File: config.mk
export PLATFORM = sky130hd
export DESIGN_NAME = xtea_top
export DESIGN_NICKNAME = d
export VERILOG_FILES = /design/src/xtea_pkg.sv /design/src/xtea_core_if.sv /design/src/xtea_enc.sv /design/src/xtea_dec.sv /design/src/xtea_ctrl.sv /design/src/xtea_top.sv
export SDC_FILE = /design/constraint.sdc
export NUM_CORES = 2
export LEC_CHECK = 0
export BUFFER_PORTS_ARGS = -buffer_cell sky130_fd_sc_hd__buf_2
export CAP_MARGIN = 20
export CORE_ASPECT_RATIO = 1.25
export CORE_MARGIN = 3
export CORE_UTILIZATION = 50
export CTS_CLUSTER_DIAMETER = 200
export CTS_CLUSTER_SIZE = 40
export DETAILED_ROUTE_END_ITERATION = 12
export PLACE_DENSITY = 0.71
export SYNTH_ARGS = -nofsm -noshare
export SYNTH_HDL_FRONTEND = slang
export SYNTH_HIERARCHICAL = 1
export SYNTH_SLANG_ARGS = --single-unit
export TNS_END_PERCENT = 20
File: constraint.sdc
create_clock -name clock -period 11.4 [get_ports clock]
set_input_delay 0.57 -clock clock [delete_from_list [all_inputs] [get_ports clock]]
set_output_delay 0.57 -clock clock [all_outputs]
set_load 0.1 [all_outputs]
File: src/xtea_pkg.sv
package xtea_pkg;

    // bus widths.
    localparam int xtea_block_w = 64;
    localparam int xtea_key_w   = 128;

    // round constant, derived from the golden ratio.
    localparam logic [31:0] xtea_delta = 32'h9E3779B9;

    // one cycle is two feistel rounds.
    localparam logic [5:0] xtea_cycles = 6'd32;

    // sum after all cycles, where decryption starts.
    localparam logic [31:0] xtea_dec_sum_init = xtea_delta * 32'd32;

    // v0 is the upper half of the block word.
    typedef union packed {
        logic [xtea_block_w-1:0] word;
        struct packed {
            logic [31:0] v0;
            logic [31:0] v1;
        } half;
    } xtea_block_u;

    typedef enum logic [2:0] {
        st_waiting      = 3'b000,
        st_encrypt      = 3'b001,
        st_encrypt_done = 3'b010,
        st_decrypt      = 3'b011,
        st_decrypt_done = 3'b100
    } xtea_state_e;

endpackage

File: src/xtea_core_if.sv
`timescale 1ns/10ps

interface xtea_core_if import xtea_pkg::*; ();

    // request from the controller.
    logic                    start;
    logic [xtea_block_w-1:0] block;
    logic [xtea_key_w-1:0]   key;

    // completion from the core.
    logic                    ready;
    logic [xtea_block_w-1:0] result;

    modport ctrl (
        output start,
        output block,
        output key,
        input  ready,
        input  result
    );

    modport core (
        input  start,
        input  block,
        input  key,
        output ready,
        output result
    );

endinterface

File: src/xtea_enc.sv
`timescale 1ns/10ps

module xtea_enc import xtea_pkg::*; (
    input  logic      clock,
    input  logic      reset,
    xtea_core_if.core bus
);

    xtea_block_u           blk;
    logic [xtea_key_w-1:0] key_q;
    logic [31:0]           sum;
    logic [31:0]           sum_next;
    logic [31:0]           v0_next;
    logic [31:0]           v1_next;
    logic [5:0]            count;
    logic                  running;
    logic                  ready_q;

    function automatic logic [31:0] mix(input logic [31:0] v);
        return ((v << 4) ^ (v >> 5)) + v;
    endfunction

    // k[0] sits in the top word of the key.
    function automatic logic [31:0] key_word(input logic [xtea_key_w-1:0] k,
                                             input logic [1:0] idx);
        return k[(3 - idx) * 32 +: 32];
    endfunction

    // both rounds of one cycle, v1 sees the new v0 and sum.
    assign sum_next = sum + xtea_delta;
    assign v0_next  = blk.half.v0 +
                      (mix(blk.half.v1) ^ (sum + key_word(key_q, sum[1:0])));
    assign v1_next  = blk.half.v1 +
                      (mix(v0_next) ^ (sum_next + key_word(key_q, sum_next[12:11])));

    always_ff @(posedge clock) begin
        if (reset) begin
            running <= 1'b0;
            count   <= '0;
            ready_q <= 1'b0;
        end else begin
            ready_q <= 1'b0;
            if (bus.start) begin
                running <= 1'b1;
                count   <= '0;
            end else if (running) begin
                if (count == xtea_cycles) begin
                    running <= 1'b0;
                    ready_q <= 1'b1;
                end else begin
                    count <= count + 6'd1;
                end
            end
        end
    end

    always_ff @(posedge clock) begin
        if (bus.start) begin
            blk.word <= bus.block;
            key_q    <= bus.key;
            sum      <= '0;
        end else if (running && count != xtea_cycles) begin
            blk.word <= {v0_next, v1_next};
            sum      <= sum_next;
        end
    end

    assign bus.ready  = ready_q;
    assign bus.result = blk.word;

endmodule

File: src/xtea_dec.sv
`timescale 1ns/10ps

module xtea_dec import xtea_pkg::*; (
    input  logic      clock,
    input  logic      reset,
    xtea_core_if.core bus
);

    xtea_block_u           blk;
    logic [xtea_key_w-1:0] key_q;
    logic [31:0]           sum;
    logic [31:0]           sum_next;
    logic [31:0]           v0_next;
    logic [31:0]           v1_next;
    logic [5:0]            count;
    logic                  running;
    logic                  ready_q;

    function automatic logic [31:0] mix(input logic [31:0] v);
        return ((v << 4) ^ (v >> 5)) + v;
    endfunction

    // same key word order as the encryption core.
    function automatic logic [31:0] key_word(input logic [xtea_key_w-1:0] k,
                                             input logic [1:0] idx);
        return k[(3 - idx) * 32 +: 32];
    endfunction

    // undo v1 first, then step sum back and undo v0.
    assign v1_next  = blk.half.v1 -
                      (mix(blk.half.v0) ^ (sum + key_word(key_q, sum[12:11])));
    assign sum_next = sum - xtea_delta;
    assign v0_next  = blk.half.v0 -
                      (mix(v1_next) ^ (sum_next + key_word(key_q, sum_next[1:0])));

    always_ff @(posedge clock) begin
        if (reset) begin
            running <= 1'b0;
            count   <= '0;
            ready_q <= 1'b0;
        end else begin
            ready_q <= 1'b0;
            if (bus.start) begin
                running <= 1'b1;
                count   <= '0;
            end else if (running) begin
                if (count == xtea_cycles) begin
                    running <= 1'b0;
                    ready_q <= 1'b1;
                end else begin
                    count <= count + 6'd1;
                end
            end
        end
    end

    always_ff @(posedge clock) begin
        if (bus.start) begin
            blk.word <= bus.block;
            key_q    <= bus.key;
            sum      <= xtea_dec_sum_init;
        end else if (running && count != xtea_cycles) begin
            blk.word <= {v0_next, v1_next};
            sum      <= sum_next;
        end
    end

    assign bus.ready  = ready_q;
    assign bus.result = blk.word;

endmodule

File: src/xtea_ctrl.sv
`timescale 1ns/10ps

module xtea_ctrl import xtea_pkg::*; (
    input  logic                    clock,
    input  logic                    reset,
    input  logic [xtea_block_w-1:0] data_in,
    input  logic [xtea_key_w-1:0]   key,
    input  logic                    start,
    input  logic                    enc_dec,
    output logic                    ready,
    output logic                    busy,
    output logic [xtea_block_w-1:0] data_out,
    xtea_core_if.ctrl               enc_bus,
    xtea_core_if.ctrl               dec_bus
);

    xtea_state_e             state;
    logic                    accept;
    logic                    enc_start;
    logic                    dec_start;
    logic [xtea_block_w-1:0] block_q;
    logic [xtea_key_w-1:0]   key_q;

    // start only counts while idle.
    assign accept = (state == st_waiting) && start;

    always_ff @(posedge clock) begin
        if (reset) begin
            state <= st_waiting;
        end else begin
            case (state)
                st_waiting: begin
                    if (start) begin
                        if (enc_dec) begin
                            state <= st_encrypt;
                        end else begin
                            state <= st_decrypt;
                        end
                    end
                end
                st_encrypt: begin
                    if (enc_bus.ready) begin
                        state <= st_encrypt_done;
                    end
                end
                st_decrypt: begin
                    if (dec_bus.ready) begin
                        state <= st_decrypt_done;
                    end
                end
                st_encrypt_done,
                st_decrypt_done: begin
                    state <= st_waiting;
                end
                default: begin
                    state <= st_waiting;
                end
            endcase
        end
    end

    // core strobes last one cycle since the state leaves waiting.
    always_ff @(posedge clock) begin
        if (reset) begin
            enc_start <= 1'b0;
            dec_start <= 1'b0;
            data_out  <= '0;
        end else begin
            enc_start <= accept && enc_dec;
            dec_start <= accept && !enc_dec;
            if (state == st_encrypt && enc_bus.ready) begin
                data_out <= enc_bus.result;
            end
            if (state == st_decrypt && dec_bus.ready) begin
                data_out <= dec_bus.result;
            end
        end
    end

    // request is held from acceptance until the core loads it.
    always_ff @(posedge clock) begin
        if (accept) begin
            block_q <= data_in;
            key_q   <= key;
        end
    end

    assign enc_bus.start = enc_start;
    assign enc_bus.block = block_q;
    assign enc_bus.key   = key_q;

    assign dec_bus.start = dec_start;
    assign dec_bus.block = block_q;
    assign dec_bus.key   = key_q;

    assign busy  = (state == st_encrypt) || (state == st_decrypt);
    assign ready = (state == st_encrypt_done) || (state == st_decrypt_done);

endmodule

File: src/xtea_top.sv
`timescale 1ns/10ps

module xtea_top import xtea_pkg::*; (
    input  logic                    clock,
    input  logic                    reset,
    input  logic [xtea_block_w-1:0] data_in,
    input  logic [xtea_key_w-1:0]   key,
    input  logic                    start,
    input  logic                    enc_dec,
    output logic                    ready,
    output logic                    busy,
    output logic [xtea_block_w-1:0] data_out
);

    // one bus per cipher direction.
    xtea_core_if enc_bus ();
    xtea_core_if dec_bus ();

    xtea_ctrl i_ctrl (
        .clock    (clock),
        .reset    (reset),
        .data_in  (data_in),
        .key      (key),
        .start    (start),
        .enc_dec  (enc_dec),
        .ready    (ready),
        .busy     (busy),
        .data_out (data_out),
        .enc_bus  (enc_bus.ctrl),
        .dec_bus  (dec_bus.ctrl)
    );

    xtea_enc i_enc (
        .clock (clock),
        .reset (reset),
        .bus   (enc_bus.core)
    );

    xtea_dec i_dec (
        .clock (clock),
        .reset (reset),
        .bus   (dec_bus.core)
    );

endmodule

==> flow_summary.json <==
{
  "status": "complete, no violations",
  "clk_pin_slew_ns": 0.17,
  "clk_path_buf_depth": 3,
  "cts_max_level": 1,
  "die_h_um": 361,
  "crit_fanout": 27,
  "synth_top_area_cell": "edfxtp_1",
  "setup_viol": 0,
  "post-place-ws_ns": 0.488,
  "first_pass_iters": 8,
  "vias": 36800,
  "cts_resized": 0,
  "numPlacedInstances": 5851,
  "syn2layout_area_growth_pct": 3.93,
  "dieArea_mm2": 0.105,
  "maxCapViolations": 0,
  "portBuffers": 261,
  "grt_max_degree": 86,
  "numCtsBuffers": 22,
  "cts_setup_buffers": 0,
  "slowest_delay_ns": 0.68,
  "root_buffer": "clkbuf_16",
  "crit_type": "flip-flop to flip-flop",
  "io_pins": 262,
  "routed_wl_mm": 159,
  "antenna_found_initial": 6,
  "setup_tns_ns": 0,
  "yosysTopAreaCellShare_pct": 34.3,
  "cp.arrival_ns": 11.29,
  "fmax_mhz": 92.2,
  "path_common_cell": "o21ai_0",
  "instances_no_fill": 5895,
  "wl_per_cell_um": 26.9,
  "seq_area_frac_synth_pct": 40.2,
  "syn-cell-area_mm2": 0.0505,
  "clkSinkCount": 725,
  "synthesis.nets": 5147,
  "worstMarginPinSlew_ns": 1.19,
  "final_cell_mix": "edfxtp_1, xnor2_1, ha_1",
  "critical_path_required_ns": 11.84,
  "fillerInstances": 8706,
  "final_net_count": 5164,
  "drive_gt1_share_pct": 15.8,
  "gp_congestion": 0.994,
  "worst_setup_path_end_kind": "flip-flop",
  "mostFrequentLayoutCell": "edfxtp_1",
  "grt_pass1_vias": 35500,
  "rows": 129,
  "ant_nets": 0,
  "grt_remaining_overflow": 0,
  "vias_per_cell": 6.23,
  "synth.avg_cell_area_um2": 11.1,
  "coreArea_mm2": 0.0996,
  "period_needed_ns": 10.85,
  "finalWorstSetupSlack_ns": 0.550,
  "synth_warnings": 6,
  "ys_async_sr_fraction_pct": 0,
  "synth_ff_type": "edfxtp_1",
  "initialDrtViolationCount": 4256,
  "clock_latency_ns": 0.67,
  "hold_ws_ns": 0.0653,
  "dp_hpwl_mm": 127,
  "grt_first_pass_wirelength_mm": 230,
  "fin_crit_sh_pct": 95.2,
  "cts_tree": "done",
  "syn_inst": 4549,
  "hold_path_class": "primary input to flip-flop",
  "skew_ns": 0.0761,
  "synth_edf_count": 576,
  "initial_core_util_pct": 50.7,
  "synthTopCellsByArea": "edfxtp_1, ha_1, xnor2_1, dfxtp_1, mux4_2",
  "drc": 0,
  "floorplan.die.width_um": 290,
  "rsz0062_at_grt": "false",
  "slew_headroom_pct": 20.4,
  "cpMaxStageDelayCell": "xnor2_1",
  "hold_viol": 0,
  "crit_path_start_kind": "flip-flop",
  "final_max_slew_viol_count": 0,
  "yosysUniqueCellTypes": 102,
  "cts.hold.buffers_added": 0,
  "yosys_register_bits": 725,
  "track_usage_pct": 29.1
}
[final timing paths]
kind | from | slack, ns | cells past startpoint | end
max | i_enc/sum[0] | 0.55 | 39 | i_enc/bus.result[31]
min | data_in[54] | 0.07 | 1 | i_ctrl/dec_bus.block[54]
max reg2reg | i_enc/sum[0] | 0.55 | 39 | i_enc/bus.result[31]
min reg2reg | i_ctrl/dec_bus.key[5] | 0.40 | 0 | i_enc/key_q[5]
[cell families after synthesis]
| group | count (synthesis) | share of synthesized area [%] |
|---|---|---|
| AO/OA/AOI/OAI | 1197 | 16.6 |
| AND/OR/NAND/NOR | 921 | 8.89 |
| flip-flops | 725 | 40.2 |
| XOR/XNOR | 677 | 11.9 |
| buffers and inverters | 431 | 5.05 |
| adder cells (fa/ha/maj) | 402 | 10.1 |
| multiplexers | 196 | 7.21 |
[cells in the mapped netlist (11+ instances only)]
| library cell | instances |
|---|---|
| inv_1 | 106 |
| nor2b_1 | 39 |
| o211ai_1 | 18 |
| buf_1 | 11 |
| nand3_1 | 129 |
| and2_1 | 18 |
| dfxtp_1 | 149 |
| a21oi_1 | 310 |
| fa_1 | 12 |
| a21oi_2 | 65 |
| ha_1 | 390 |
| nand2b_1 | 66 |
| o21a_1 | 48 |
| nand2_1 | 307 |
| clkbuf_1 | 78 |
| mux2_2 | 62 |
| buf_2 | 19 |
| o31ai_1 | 14 |
| a31oi_1 | 36 |
| o21ai_1 | 26 |
| xnor2_1 | 399 |
| nor2_1 | 151 |
| a311oi_2 | 61 |
| o21bai_1 | 47 |
| mux4_2 | 126 |
| o21ai_0 | 208 |
| a21o_1 | 214 |
| nand4_1 | 33 |
| a211oi_1 | 30 |
| buf_4 | 200 |
| and3_1 | 43 |
| nor3_1 | 56 |
| xor2_1 | 271 |
| edfxtp_1 | 576 |
| or3_1 | 27 |
[cell type report]
type                    instances  area, um^2  area share (%)
inverters                     109         418           0.796
diodes                          3        7.51          0.0143
clock buffers                  39         636            1.21
multi-input cells            3393       27700            52.8
repair buffers                315        1730            3.30
clock inverters                 1        30.0          0.0572
well taps                    1310        1640            3.12
flip-flops and latches        725       20300            38.7
[worst max-delay path, delay by kind of cell (launching register included)]
family / cells / cell delay [ns]
compound gates: 16 / 3.50
xor+xnor: 7 / 2.08
fa+ha+maj: 4 / 1.52
buf+inv: 1 / 0.58
flops: 1 / 0.59
mux: 2 / 0.89
simple gates: 9 / 1.44
[per-layer routing]
layer | share of wire, % | vias to the layer above | routed length, um | global-route usage (%)
li1 | - | 16800 | - | -
met1 | 41 | 18200 | 65700 | 39.6
met2 | 48 | 1546 | 75900 | 49.0
met3 | 7.2 | 237 | 11400 | 3.05
met4 | 3.5 | 2 | 5600 | 9.21
met5 | 0.012 | - | 19 | 0
[state kept, by name, summed over array words and instances (netlist names)]
register	count
i_ctrl/dec_bus.block	64
i_enc/count	6
i_enc/sum	32
i_dec/key_q	128
i_enc/running	1
i_enc/bus.result	64
i_ctrl/state	3
i_dec/bus.ready	1
i_dec/sum	32
i_dec/running	1
i_dec/bus.result	64
i_dec/count	6
i_ctrl/dec_bus.start	1
i_ctrl/enc_bus.start	1
i_ctrl/dec_bus.key	128
i_enc/key_q	128
i_enc/bus.ready	1
i_ctrl/data_out	64
[stage by stage]
| step | area, um^2 | utilization, % |
|---|---|---|
| after floorplan | 50500 | - |
| after global placement | 51800 | 52.0 |
| after detailed placement | 51800 | 52.0 |
| after CTS | 52400 | 52.6 |
| after global routing | 52500 | 52.7 |
| final | 52500 | 52.7 |
Power is left out: the tool's default activity adds up to more than one toggle a clock period on the data nets, which glitch-free logic cannot reach.
